$ cat config.mk
export PLATFORM = sky130hd
export DESIGN_NAME = riscv_pipeline
export DESIGN_NICKNAME = d
export VERILOG_FILES = /design/src/riscv_pkg.sv /design/src/exec.sv /design/src/hazard_unit.sv /design/src/instr_decode.sv /design/src/instr_fetch.sv /design/src/memory_access.sv /design/src/riscv_pipeline.sv
export SDC_FILE = /design/constraint.sdc
export NUM_CORES = 2
export LEC_CHECK = 0
export ABC_AREA = 1
export BUFFER_PORTS_ARGS = -buffer_cell sky130_fd_sc_hd__buf_4
export CELL_PAD_IN_SITES_DETAIL_PLACEMENT = 0
export CELL_PAD_IN_SITES_GLOBAL_PLACEMENT = 2
export CORE_MARGIN = 5
export CORE_UTILIZATION = 30
export DETAILED_ROUTE_END_ITERATION = 10
export PLACE_DENSITY = 0.7
export SYNTH_ARGS = -nofsm -noshare
export SYNTH_HDL_FRONTEND = slang
export SYNTH_SLANG_ARGS = --single-unit
$ cat constraint.sdc
create_clock -name clk -period 6.02 [get_ports clk]
set_input_delay 0.903 -clock clk [delete_from_list [all_inputs] [get_ports clk]]
set_output_delay 0.903 -clock clk [all_outputs]
set_load 0.01 [all_outputs]
$ cat src/riscv_pkg.sv
package riscv_pkg;

    localparam int xlen       = 32;
    localparam int reg_addr_w = 5;

    // major opcodes of the supported subset
    typedef enum logic [6:0] {
        opc_op     = 7'b0110011,
        opc_op_imm = 7'b0010011,
        opc_load   = 7'b0000011,
        opc_store  = 7'b0100011,
        opc_branch = 7'b1100011,
        opc_jal    = 7'b1101111,
        opc_lui    = 7'b0110111
    } opcode_e;

    typedef enum logic [2:0] {
        alu_add,
        alu_sub,
        alu_and,
        alu_or,
        alu_xor,
        alu_slt,
        alu_pass_b
    } alu_op_e;

    typedef enum logic [1:0] {
        res_alu,
        res_mem,
        res_pc_plus4,
        res_imm
    } result_src_e;

    typedef enum logic [1:0] {
        fwd_reg,
        fwd_wb,
        fwd_mem
    } fwd_sel_e;

    typedef struct packed {
        logic [xlen-1:0] pc;
        logic [xlen-1:0] instr;
        logic [xlen-1:0] pc_plus4;
    } fetch_data_t;

    typedef struct packed {
        logic        reg_write;
        result_src_e result_src;
        logic        mem_read;
        logic        mem_write;
        logic        jump;
        logic        branch;
        logic        branch_ne;
        alu_op_e     alu_op;
        logic        alu_src;
    } decode_ctrl_t;

    typedef struct packed {
        logic [xlen-1:0]       rd1;
        logic [xlen-1:0]       rd2;
        logic [xlen-1:0]       pc;
        logic [reg_addr_w-1:0] rs1;
        logic [reg_addr_w-1:0] rs2;
        logic [reg_addr_w-1:0] rd;
        logic [xlen-1:0]       imm_ext;
        logic [xlen-1:0]       pc_plus4;
    } decode_data_t;

    typedef struct packed {
        logic                  reg_write;
        result_src_e           result_src;
        logic [xlen-1:0]       alu_result;
        logic [reg_addr_w-1:0] rd;
        logic [xlen-1:0]       imm_ext;
        logic [xlen-1:0]       pc_plus4;
    } exec_data_t;

    typedef struct packed {
        logic                  reg_write;
        logic [reg_addr_w-1:0] rd;
        logic [xlen-1:0]       result;
    } wb_t;

endpackage

$ cat src/exec.sv
module exec import riscv_pkg::*; (
    input  decode_ctrl_t    ctrl,
    input  decode_data_t    data,
    input  exec_data_t      mem_stage,
    input  wb_t             wb,
    input  fwd_sel_e        fwd_a,
    input  fwd_sel_e        fwd_b,
    output exec_data_t      out,
    output logic [xlen-1:0] data_addr,
    output logic [xlen-1:0] din,
    output logic            pc_src,
    output logic [xlen-1:0] pc_target
);
    logic [xlen-1:0] src_a;
    logic [xlen-1:0] fwd_b_val;
    logic [xlen-1:0] src_b;
    logic [xlen-1:0] alu_result;
    logic            equal;

    function automatic logic [xlen-1:0] pick(input fwd_sel_e sel,
                                             input logic [xlen-1:0] reg_val,
                                             input logic [xlen-1:0] mem_val,
                                             input logic [xlen-1:0] wb_val);
        case (sel)
            fwd_mem: pick = mem_val;
            fwd_wb:  pick = wb_val;
            default: pick = reg_val;
        endcase
    endfunction

    assign src_a     = pick(fwd_a, data.rd1, mem_stage.alu_result, wb.result);
    assign fwd_b_val = pick(fwd_b, data.rd2, mem_stage.alu_result, wb.result);
    assign src_b     = ctrl.alu_src ? data.imm_ext : fwd_b_val;

    always_comb begin
        case (ctrl.alu_op)
            alu_sub:    alu_result = src_a - src_b;
            alu_and:    alu_result = src_a & src_b;
            alu_or:     alu_result = src_a | src_b;
            alu_xor:    alu_result = src_a ^ src_b;
            alu_slt:    alu_result = {31'b0, $signed(src_a) < $signed(src_b)};
            alu_pass_b: alu_result = src_b;
            default:    alu_result = src_a + src_b;
        endcase
    end

    // branch compares the two register operands
    assign equal     = (src_a == fwd_b_val);
    assign pc_src    = ctrl.jump | (ctrl.branch & (equal ^ ctrl.branch_ne));
    assign pc_target = data.pc + data.imm_ext;

    assign data_addr = alu_result;
    assign din       = fwd_b_val;

    assign out.reg_write  = ctrl.reg_write;
    assign out.result_src = ctrl.result_src;
    assign out.alu_result = alu_result;
    assign out.rd         = data.rd;
    assign out.imm_ext    = data.imm_ext;
    assign out.pc_plus4   = data.pc_plus4;

endmodule

$ cat src/hazard_unit.sv
module hazard_unit import riscv_pkg::*; (
    input  logic [reg_addr_w-1:0] rs1_d,
    input  logic [reg_addr_w-1:0] rs2_d,
    input  logic [reg_addr_w-1:0] rs1_e,
    input  logic [reg_addr_w-1:0] rs2_e,
    input  logic [reg_addr_w-1:0] rd_e,
    input  logic                  mem_read_e,
    input  logic                  pc_src,
    input  exec_data_t            mem_stage,
    input  wb_t                   wb,
    output fwd_sel_e              fwd_a,
    output fwd_sel_e              fwd_b,
    output logic                  stall_f,
    output logic                  stall_d,
    output logic                  flush_d,
    output logic                  flush_e
);
    logic load_use;

    function automatic fwd_sel_e fwd_for(input logic [reg_addr_w-1:0] rs,
                                         input exec_data_t mem_in,
                                         input wb_t wb_in);
        if (mem_in.reg_write && mem_in.rd != '0 && mem_in.rd == rs) begin
            fwd_for = fwd_mem;
        end else if (wb_in.reg_write && wb_in.rd != '0 && wb_in.rd == rs) begin
            fwd_for = fwd_wb;
        end else begin
            fwd_for = fwd_reg;
        end
    endfunction

    assign fwd_a = fwd_for(rs1_e, mem_stage, wb);
    assign fwd_b = fwd_for(rs2_e, mem_stage, wb);

    // load in E feeding the instruction in D
    assign load_use = mem_read_e && rd_e != '0 && (rd_e == rs1_d || rd_e == rs2_d);

    assign stall_f = load_use;
    assign stall_d = load_use;
    assign flush_d = pc_src;
    assign flush_e = load_use | pc_src;

endmodule

$ cat src/instr_decode.sv
module instr_decode import riscv_pkg::*; (
    input  logic         clk,
    input  logic         rst,
    input  fetch_data_t  fetch,
    input  wb_t          wb,
    output decode_ctrl_t ctrl,
    output decode_data_t data
);
    logic [xlen-1:0]       rf [32];
    logic [xlen-1:0]       instr;
    opcode_e               opcode;
    logic [2:0]            funct3;
    logic                  funct7_5;
    logic [reg_addr_w-1:0] rs1;
    logic [reg_addr_w-1:0] rs2;
    logic [xlen-1:0]       imm_ext;

    assign instr    = fetch.instr;
    assign opcode   = opcode_e'(instr[6:0]);
    assign funct3   = instr[14:12];
    assign funct7_5 = instr[30];
    assign rs1      = instr[19:15];
    assign rs2      = instr[24:20];

    always_comb begin
        ctrl    = '0;
        imm_ext = '0;
        case (opcode)
            opc_op: begin
                ctrl.reg_write = 1'b1;
                unique case (funct3)
                    3'b000:  ctrl.alu_op = funct7_5 ? alu_sub : alu_add;
                    3'b111:  ctrl.alu_op = alu_and;
                    3'b110:  ctrl.alu_op = alu_or;
                    3'b100:  ctrl.alu_op = alu_xor;
                    3'b010:  ctrl.alu_op = alu_slt;
                    default: ctrl.reg_write = 1'b0;
                endcase
            end
            opc_op_imm: begin
                ctrl.reg_write = 1'b1;
                ctrl.alu_src   = 1'b1;
                imm_ext        = {{20{instr[31]}}, instr[31:20]};
                unique case (funct3)
                    3'b000:  ctrl.alu_op = alu_add;
                    3'b111:  ctrl.alu_op = alu_and;
                    3'b110:  ctrl.alu_op = alu_or;
                    default: ctrl.reg_write = 1'b0;
                endcase
            end
            opc_load: begin
                ctrl.reg_write  = 1'b1;
                ctrl.result_src = res_mem;
                ctrl.mem_read   = 1'b1;
                ctrl.alu_src    = 1'b1;
                imm_ext         = {{20{instr[31]}}, instr[31:20]};
            end
            opc_store: begin
                ctrl.mem_write = 1'b1;
                ctrl.alu_src   = 1'b1;
                imm_ext        = {{20{instr[31]}}, instr[31:25], instr[11:7]};
            end
            opc_branch: begin
                // only beq and bne
                ctrl.branch    = (funct3[2:1] == 2'b00);
                ctrl.branch_ne = funct3[0];
                ctrl.alu_op    = alu_sub;
                imm_ext        = {{19{instr[31]}}, instr[31], instr[7],
                                  instr[30:25], instr[11:8], 1'b0};
            end
            opc_jal: begin
                ctrl.reg_write  = 1'b1;
                ctrl.jump       = 1'b1;
                ctrl.result_src = res_pc_plus4;
                imm_ext         = {{11{instr[31]}}, instr[31], instr[19:12],
                                   instr[20], instr[30:21], 1'b0};
            end
            opc_lui: begin
                // alu passes the immediate so the M stage can forward it
                ctrl.reg_write  = 1'b1;
                ctrl.result_src = res_imm;
                ctrl.alu_op     = alu_pass_b;
                ctrl.alu_src    = 1'b1;
                imm_ext         = {instr[31:12], 12'b0};
            end
            default: ctrl = '0;
        endcase
    end

    // x0 is never written
    always_ff @(posedge clk) begin
        if (rst) begin
            for (int i = 0; i < 32; i++) begin
                rf[i] <= '0;
            end
        end else if (wb.reg_write && wb.rd != '0) begin
            rf[wb.rd] <= wb.result;
        end
    end

    // same-cycle write returns the new value
    assign data.rd1 = (wb.reg_write && wb.rd != '0 && wb.rd == rs1) ? wb.result : rf[rs1];
    assign data.rd2 = (wb.reg_write && wb.rd != '0 && wb.rd == rs2) ? wb.result : rf[rs2];

    assign data.pc       = fetch.pc;
    assign data.rs1      = rs1;
    assign data.rs2      = rs2;
    assign data.rd       = instr[11:7];
    assign data.imm_ext  = imm_ext;
    assign data.pc_plus4 = fetch.pc_plus4;

endmodule

$ cat src/instr_fetch.sv
module instr_fetch import riscv_pkg::*; (
    input  logic            clk,
    input  logic            rst,
    input  logic            stall,
    input  logic            pc_src,
    input  logic [xlen-1:0] pc_target,
    output logic [xlen-1:0] pc,
    output fetch_data_t     fetch,
    input  logic [xlen-1:0] instr
);
    logic [xlen-1:0] pc_plus4;

    assign pc_plus4 = pc + 32'd4;

    // redirect has priority over a load-use stall
    always_ff @(posedge clk) begin
        if (rst) begin
            pc <= '0;
        end else if (pc_src) begin
            pc <= pc_target;
        end else if (!stall) begin
            pc <= pc_plus4;
        end
    end

    assign fetch.pc       = pc;
    assign fetch.instr    = instr;
    assign fetch.pc_plus4 = pc_plus4;

endmodule

$ cat src/memory_access.sv
module memory_access import riscv_pkg::*; (
    input  logic            clk,
    input  logic            rst,
    input  exec_data_t      in,
    input  logic [xlen-1:0] read_data,
    output wb_t             wb
);
    logic [xlen-1:0] result;

    // read_data belongs to the load now in this stage
    always_comb begin
        case (in.result_src)
            res_mem:      result = read_data;
            res_pc_plus4: result = in.pc_plus4;
            res_imm:      result = in.imm_ext;
            default:      result = in.alu_result;
        endcase
    end

    always_ff @(posedge clk) begin
        if (rst) begin
            wb <= '0;
        end else begin
            wb.reg_write <= in.reg_write;
            wb.rd        <= in.rd;
            wb.result    <= result;
        end
    end

endmodule

$ cat src/riscv_pipeline.sv
module riscv_pipeline import riscv_pkg::*; (
    input  logic            clk,
    input  logic            rst,
    input  logic [xlen-1:0] instr,
    output logic [xlen-1:0] pc,
    output logic            en_instr_mem,
    input  logic [xlen-1:0] read_data,
    output logic            data_we,
    output logic            data_re,
    output logic [xlen-1:0] data_addr,
    output logic [xlen-1:0] din
);
    fetch_data_t     fetch_f;
    fetch_data_t     fetch_d;
    decode_ctrl_t    ctrl_d;
    decode_data_t    data_d;
    decode_ctrl_t    ctrl_e;
    decode_data_t    data_e;
    exec_data_t      exec_e;
    exec_data_t      exec_m;
    wb_t             wb;
    logic            pc_src;
    logic [xlen-1:0] pc_target;
    fwd_sel_e        fwd_a;
    fwd_sel_e        fwd_b;
    logic            stall_f;
    logic            stall_d;
    logic            flush_d;
    logic            flush_e;

    instr_fetch u_fetch (
        .clk       (clk),
        .rst       (rst),
        .stall     (stall_f),
        .pc_src    (pc_src),
        .pc_target (pc_target),
        .pc        (pc),
        .fetch     (fetch_f),
        .instr     (instr)
    );

    // an all-zero word in IF/ID decodes as a bubble
    always_ff @(posedge clk) begin
        if (rst || flush_d) begin
            fetch_d <= '0;
        end else if (!stall_d) begin
            fetch_d <= fetch_f;
        end
    end

    instr_decode u_decode (
        .clk   (clk),
        .rst   (rst),
        .fetch (fetch_d),
        .wb    (wb),
        .ctrl  (ctrl_d),
        .data  (data_d)
    );

    // ID/EX
    always_ff @(posedge clk) begin
        if (rst || flush_e) begin
            ctrl_e <= '0;
        end else begin
            ctrl_e <= ctrl_d;
        end
    end

    always_ff @(posedge clk) begin
        data_e <= data_d;
    end

    exec u_exec (
        .ctrl      (ctrl_e),
        .data      (data_e),
        .mem_stage (exec_m),
        .wb        (wb),
        .fwd_a     (fwd_a),
        .fwd_b     (fwd_b),
        .out       (exec_e),
        .data_addr (data_addr),
        .din       (din),
        .pc_src    (pc_src),
        .pc_target (pc_target)
    );

    // data memory samples these at the next edge
    assign data_we = ctrl_e.mem_write;
    assign data_re = ctrl_e.mem_read;

    // EX/MEM
    always_ff @(posedge clk) begin
        if (rst) begin
            exec_m <= '0;
        end else begin
            exec_m <= exec_e;
        end
    end

    memory_access u_mem (
        .clk       (clk),
        .rst       (rst),
        .in        (exec_m),
        .read_data (read_data),
        .wb        (wb)
    );

    hazard_unit u_hazard (
        .rs1_d      (data_d.rs1),
        .rs2_d      (data_d.rs2),
        .rs1_e      (data_e.rs1),
        .rs2_e      (data_e.rs2),
        .rd_e       (data_e.rd),
        .mem_read_e (ctrl_e.mem_read),
        .pc_src     (pc_src),
        .mem_stage  (exec_m),
        .wb         (wb),
        .fwd_a      (fwd_a),
        .fwd_b      (fwd_b),
        .stall_f    (stall_f),
        .stall_d    (stall_d),
        .flush_d    (flush_d),
        .flush_e    (flush_e)
    );

    assign en_instr_mem = ~stall_d;

endmodule

Word-level counts from Yosys, hierarchy flattened
Memories as Yosys holds them, arrays and structs flattened. A register that Yosys moved wholly into a read port is not among the register bits.
Cells that the tools add are included.
- bits of input ports: 66
- output and inout bits: 99
- memories: 1
- memory bits (writable): 1024
- bits in registers: 457
- logic and storage cells: 142
- reductions and logical operators: 25
- add/subtract/negate cells: 4
- bitwise gates (word level): 9
- equality and inequality tests: 34
- magnitude comparators: 1
- muxes and demuxes: 38
- memory list (name ; depth ; bits a word ; rd ports ; clocked after memory_dff ; write ports ; RTL line ; RTL):
    u_decode.rf ; 32 ; 32 ; 2 ; 2 ; 32 ; instr_decode.sv:9 ; logic [xlen-1:0] rf [32];
- operator list (cell ; number):
    $mux 32 ; 6
    $pmux 32 s6 ; 1
    $pmux 32 s5 ; 1
    $pmux 32 s2 ; 2
    $pmux 32 s3 ; 1
    $add 32x32->32 ; 2
    $eq 5x5->1 ; 8
    $add 32x3->32 const B ; 1
    $and 32x32->32 ; 1
    $eq 32x32->1 ; 1
    $lt 32x32->1 ; 1
    $or 32x32->32 ; 1
    $reduce_or 32->1 ; 1
    $sub 32x32->32 ; 1
    $xor 32x32->32 ; 1
    $mux 5 ; 5
    $eq 7x6->1 const B ; 3
    $eq 3x3->1 const B ; 6
    $mux 1 ; 15
    $pmux 3 s5 ; 1
    $reduce_bool 5->1 ; 3
    $eq 7x7->1 const B ; 2
    $pmux 3 s4 ; 1
    $logic_and 1x1->1 ; 10
    22 further kinds ; 36

Depth between registers and ports, before layout
- depth in word-level cells: 14
- depth in mapped cells: 34
- gate-level depth less buffers: 32

Cells and area by module
From an unflattened synthesis, not the netlist that was laid out.
- cells, all modules: 11465
- area total of the unflattened synthesis: 84780.1 um^2
- modules (own cells, without submodules) (module ; sequential area each (um^2) ; area each (um^2) ; cells each ; instances):
    instr_decode ; 30749.5 ; 57983.1 ; 7446 ; 1
    riscv_pipeline ; 7747.4 ; 10702.8 ; 1146 ; 1
    exec ; 0.0 ; 10655.2 ; 2003 ; 1
    instr_fetch ; 640.6 ; 2787.7 ; 432 ; 1
    memory_access ; 760.7 ; 2128.3 ; 338 ; 1
    hazard_unit ; 0.0 ; 523.0 ; 100 ; 1

Worst setup path before layout
No wires, ideal clock.
- path kind: flip-flop to output port
- start: register, netlist name u_mem.wb[32]
- end: output data_addr[23]
- arrival time: 3.735 ns
- path slack: 1.382 ns
- cell stages (with the launch flop): 30
- required time: 5.117 ns
- buffers on the path: 3
- cell sequence: dfxtp_1 -> buf_4 -> nor2_1 -> nand3_2 -> nand2_4 -> inv_2 -> nand3_2 -> buf_2 -> nand3b_1 -> nand3b_1 -> nand2_1 -> o21ai_0 -> inv_1 -> ha_1 -> clkbuf_1 -> nor2_1 -> nand2_1 -> nor2_1 -> nand2_1 -> nand3_1 -> a21oi_1 -> o21ai_0 -> inv_1 -> o21ai_0 -> a31oi_1 -> or2_2 -> nand3_1 -> o211ai_1 -> nand2_1 -> inv_1
- word-level cells in the longest chain between the ends: 10
- elaborated cells between the ends (all ways): 23
- those cells by class: add/sub: 2; eq/ne: 6; mux: 8; bitwise: 3; reduce/logical: 4
- ends and longest elaborated chain (element ; RTL line ; RTL):
    $reduce_bool 5->1 ; hazard_unit.sv:25 ; end else if (wb_in.reg_write && wb_in.rd != '0 && wb_in.rd == rs) begin
    $logic_and 1x1->1 (2 in series) ; hazard_unit.sv:25 ;
    $mux 1 ; hazard_unit.sv:25 ;
    $mux 2 ; hazard_unit.sv:23 ; if (mem_in.reg_write && mem_in.rd != '0 && mem_in.rd == rs) begin
    $eq 2x1->1 / $eq 2x2->1 (equally long branches) ; exec.sv:24 ; case (sel)
    $pmux 32 s2 ; exec.sv:24 ;
    $mux 32 ; exec.sv:33 ; assign src_b = ctrl.alu_src ? data.imm_ext : fwd_b_val;
    $add 32x32->32, or another cell as far along ; exec.sv:43 ; default: alu_result = src_a + src_b;
    $pmux 32 s6 (*) ; exec.sv:36 ; case (ctrl.alu_op)
    to (decl) ; riscv_pipeline.sv:10 ; output logic [xlen-1:0] data_addr,
Mark *: on every way between the ends. The rest lies on a longest branch, timed or not.

Final worst setup path
- start: register, netlist name u_mem.wb[33]
- end: output data_addr[31]
- word-level cells in the longest chain between the ends: 10
- elaborated cells between the ends (all ways): 23
- those cells by class: add/sub: 2; eq/ne: 6; mux: 8; bitwise: 3; reduce/logical: 4
- ends and longest elaborated chain (element ; RTL line):
    $reduce_bool 5->1 ; hazard_unit.sv:25
    $logic_and 1x1->1 (2 in series) ; hazard_unit.sv:25
    $mux 1 ; hazard_unit.sv:25
    $mux 2 ; hazard_unit.sv:23
    $eq 2x1->1 / $eq 2x2->1 (equally long branches) ; exec.sv:24
    $pmux 32 s2 ; exec.sv:24
    $mux 32 ; exec.sv:33
    $add 32x32->32, or another cell as far along ; exec.sv:43
    $pmux 32 s6 (*) ; exec.sv:36
Marked as above.

==> metrics.md <==
| Metric | Value |
|---|---|
| Final Setup Violations | 0 |
| Most frequent cells in the layout | nor2_1, o21ai_0, edfxtp_1 |
| Core Box Area | 259500 um2 |
| RSZ-0062 raised after global routing | true |
| Gate count of the mapped netlist | 9574 |
| Clk_lat worst skew | 0.86 ns |
| Max cap viols | 0 |
| Vias in the first global route | 70.55k |
| Rel. slew slack | 10.34% |
| Design area | 90830 um2 |
| PortBufs | 164 |
| Synth top area share | 39.37% |
| Fmax | 170.3 MHz |
| Gr usage total | 27.53% |
| Yosys Warn Count | 0 |
| EDFF count, synth | 1024 |
| Final Hold Viols | 0 |
| Final nets | 9684 |
| Sequential area share after synthesis | 51.23% |
| Final Util | 35.00% |
| Worst Path Buf+Inv | 8 |
| Status | completed |
| Clock sink count | 1487 |
| First-pass GRT wire length | 540.3 mm |
| Largest net degree at the start of global routing | 158 |
| Net Sw Power | 0.009528 W |
| Kind of critical path | reg2out |
| Share of post-route cells with drive strength above 1 | 12.23% |
| FF+latch count, synth | 1487 |
| Fillers | 26.53k |
| WP data arrival | 4.97 ns |
| Final setup TNS | 0 ns |
| Global placement routability congestion | 0.9200 |
| Slew at the pin closest to its max-slew limit | 1.345 ns |
| Pwr Total | 0.02880 W |
| CTS H-Tree Depth | 4 |
| Num rows | 187 |
| Routed WL | 390.3 mm |
| Async S/R FF share, synth | 0% |
| Root Driver | clkbuf_16 |
| 1st-iter DRT viols | 9229 |
| Slowest CP cell | dfxtp_4 |
| Fin. max-slew vios | 0 |
| Worst Path Max Fanout | 7 |
| Area contributors post-synth | edfxtp_1, nor2_1, dfxtp_1 |
| Post-Syn Area | 78110 um2 |
| Total CTS buffers | 174 |
| Main synth FF type | edfxtp_1 |
| Commonest non-fill, non-tap cell in the layout | nor2_1 |
| Hold WC Path Type | in2reg |
| Sw Share | 33.08% |
| DPL Wire Length | 246.0 mm |
| Clock share of power | 37.9% |
| Max VDD drop | 269.0 uV |
| Syn Area/Cell | 8.159 um2 |
| Die Height | 520.3 um |
| Synth cell types | 60 |
| # DRC | 0 |
| Share of total power in combinational logic | 21.0% |
| Mean number of vias per cell | 5.721 |
| Period minus WS final | 5.873 ns |
| Total global routing overflow | 0 |
| Leakage | 33.94 nW |
| CP startpoint kind | flip-flop |
| P per Cell Area | 317.1 nW/um2 |
| Area Growth Syn to Fin | 16.28% |
| Skew final | 0.05954 ns |
| Antenna violations before repair | 23 |
| Largest stage delay on the critical path | 0.37 ns |
| Flop pwr share | 41.1% |
| Via count | 74.59k |
| CTS tree | done |
| Maximum buffer depth of the clock tree | 3 |
| Initial Util | 30.10% |
| Die width | 520.3 um |
| Kind of cell adding the most delay to the critical path | simple AND/OR/NAND/NOR gates |
| CP Capture Type | primary output |
| Internal | 0.01927 W |
| Die area | 270700 um2 |
| WP data required | 5.12 ns |
| Top cell type by total area after synthesis | edfxtp_1 |
| Router iterations before antenna repair | 6 |
| Fin crit share | 97.55% |
| Antenna Nets Post-Route | 0 |
| WL/cell | 29.93 um |
| Clock Pin Slew Worst Setup and Hold Paths | 0.06 ns |
| Placed cell areas | 83190 um2 |
| Ports | 165 |
[final cells by class]
type / instances / area, um2 / area share [%]
diodes: 2 / 5.005 / 0.005510
clock buffers: 227 / 4803 / 5.288
clock inverters: 97 / 1017 / 1.120
inverters: 505 / 1962 / 2.160
multi-input cells: 6792 / 34260 / 37.72
flip-flops and latches: 1487 / 40070 / 44.12
well taps: 3402 / 4257 / 4.686
repair buffers: 527 / 4453 / 4.903
[kinds of logic (layout without fill, tap and decap cells)]
kind of cell    Yosys count  count (layout)  synth area share [%]
flops                  1487            1487                 51.23
other cells               1              34              0.004801
buf+inv                1326            1356                 6.741
xor+xnor                 92              92                 1.032
fa+ha+maj               131             131                 2.108
compound gates         2654            2654                 19.11
simple gates           3883            3883                 19.77
[power groups by stage]
stage	clock network [W]	registers, W	logic (W)
after floorplan	0	0.0117	0.00294
after global placement	0	0.0120	0.00547
after detailed placement	0	0.0120	0.00546
after CTS	0.0111	0.0118	0.00561
after global routing	0.0114	0.0118	0.00638
final	0.0109	0.0118	0.00606
[path summary, 6_finish.rpt]
check / startpoint / endpoint / slack [ns] / cells past startpoint
min: instr[0] / fetch_d[32] / 0.30 / 3
max: u_mem.wb[33] / data_addr[31] / 0.15 / 28
max reg2reg: u_mem.wb[35] / fetch_d[17] / 1.26 / 27
min reg2reg: fetch_d[78] / data_e[93] / 0.34 / 0
[worst min-delay path, cell delays in order]
cell     delay (ns)
buf_4          0.08
nand2_1        0.05
a21oi_2        0.10
[metal layers]
layer	vias to the layer above	global-route usage, %	part of all wire [%]
met3	843	5.273	9.4
li1	32664	-	-
met1	36749	36.36	40
met4	12	13.86	6.0
met5	-	0	0.017
met2	4323	43.09	44
[Yosys cell counts (19+ instances only)]
master and n:
a21oi_2 20, xor2_1 77, nand2_1 792, o211ai_1 21
clkbuf_1 716, o221ai_1 68, a31oi_1 29, buf_4 38
a221oi_1 54, nand3b_1 89, nor2_1 2697, inv_1 441
ha_1 130, nand4_1 19, edfxtp_1 1024, o22ai_1 584
inv_2 27, clkinv_1 34, o32ai_1 20, buf_2 27
o21ai_0 1561, nor3_1 40, buf_1 26, nand3_1 201
dfxtp_1 463, a21oi_1 213
[registers in the layout, indices dropped and copies added, names as in the netlist, named ones only]
| name | cells |
|---|---|
| data_e | 173 |
| u_fetch.pc | 32 |
| fetch_d | 94 |
| u_decode.rf | 1024 |
| exec_m | 104 |
| u_mem.wb | 38 |
| data_we | 1 |
| ctrl_e | 10 |
| data_re | 1 |
[stage by stage]
step | setup WS, ns | cells | hold slack, ns
CTS | 0.0004308 | 12986 | 0.2445
finish | 0.1473 | 13039 | 0.2997
detailed placement | 0.2018 | 12650 | 0.3358
floorplan | 1.382 | 9605 | 0.3259
global route | -0.06176 | 13037 | 0.2759
global placement | 0.1316 | 12650 | 0.3340
[timing repair]
| action | in CTS | in global routing |
|---|---|---|
| gates resized for setup | 114 | 230 |
| endpoints found under the setup margin | 23 | 21 |
| cloned | 1 | 4 |
| pin swaps | 18 | 69 |
| endpoints found under the hold margin | 0 | 0 |
| hold buffers | 0 | 0 |
| setup buffers | 11 | 48 |
(Power assumes the default switching activity.)
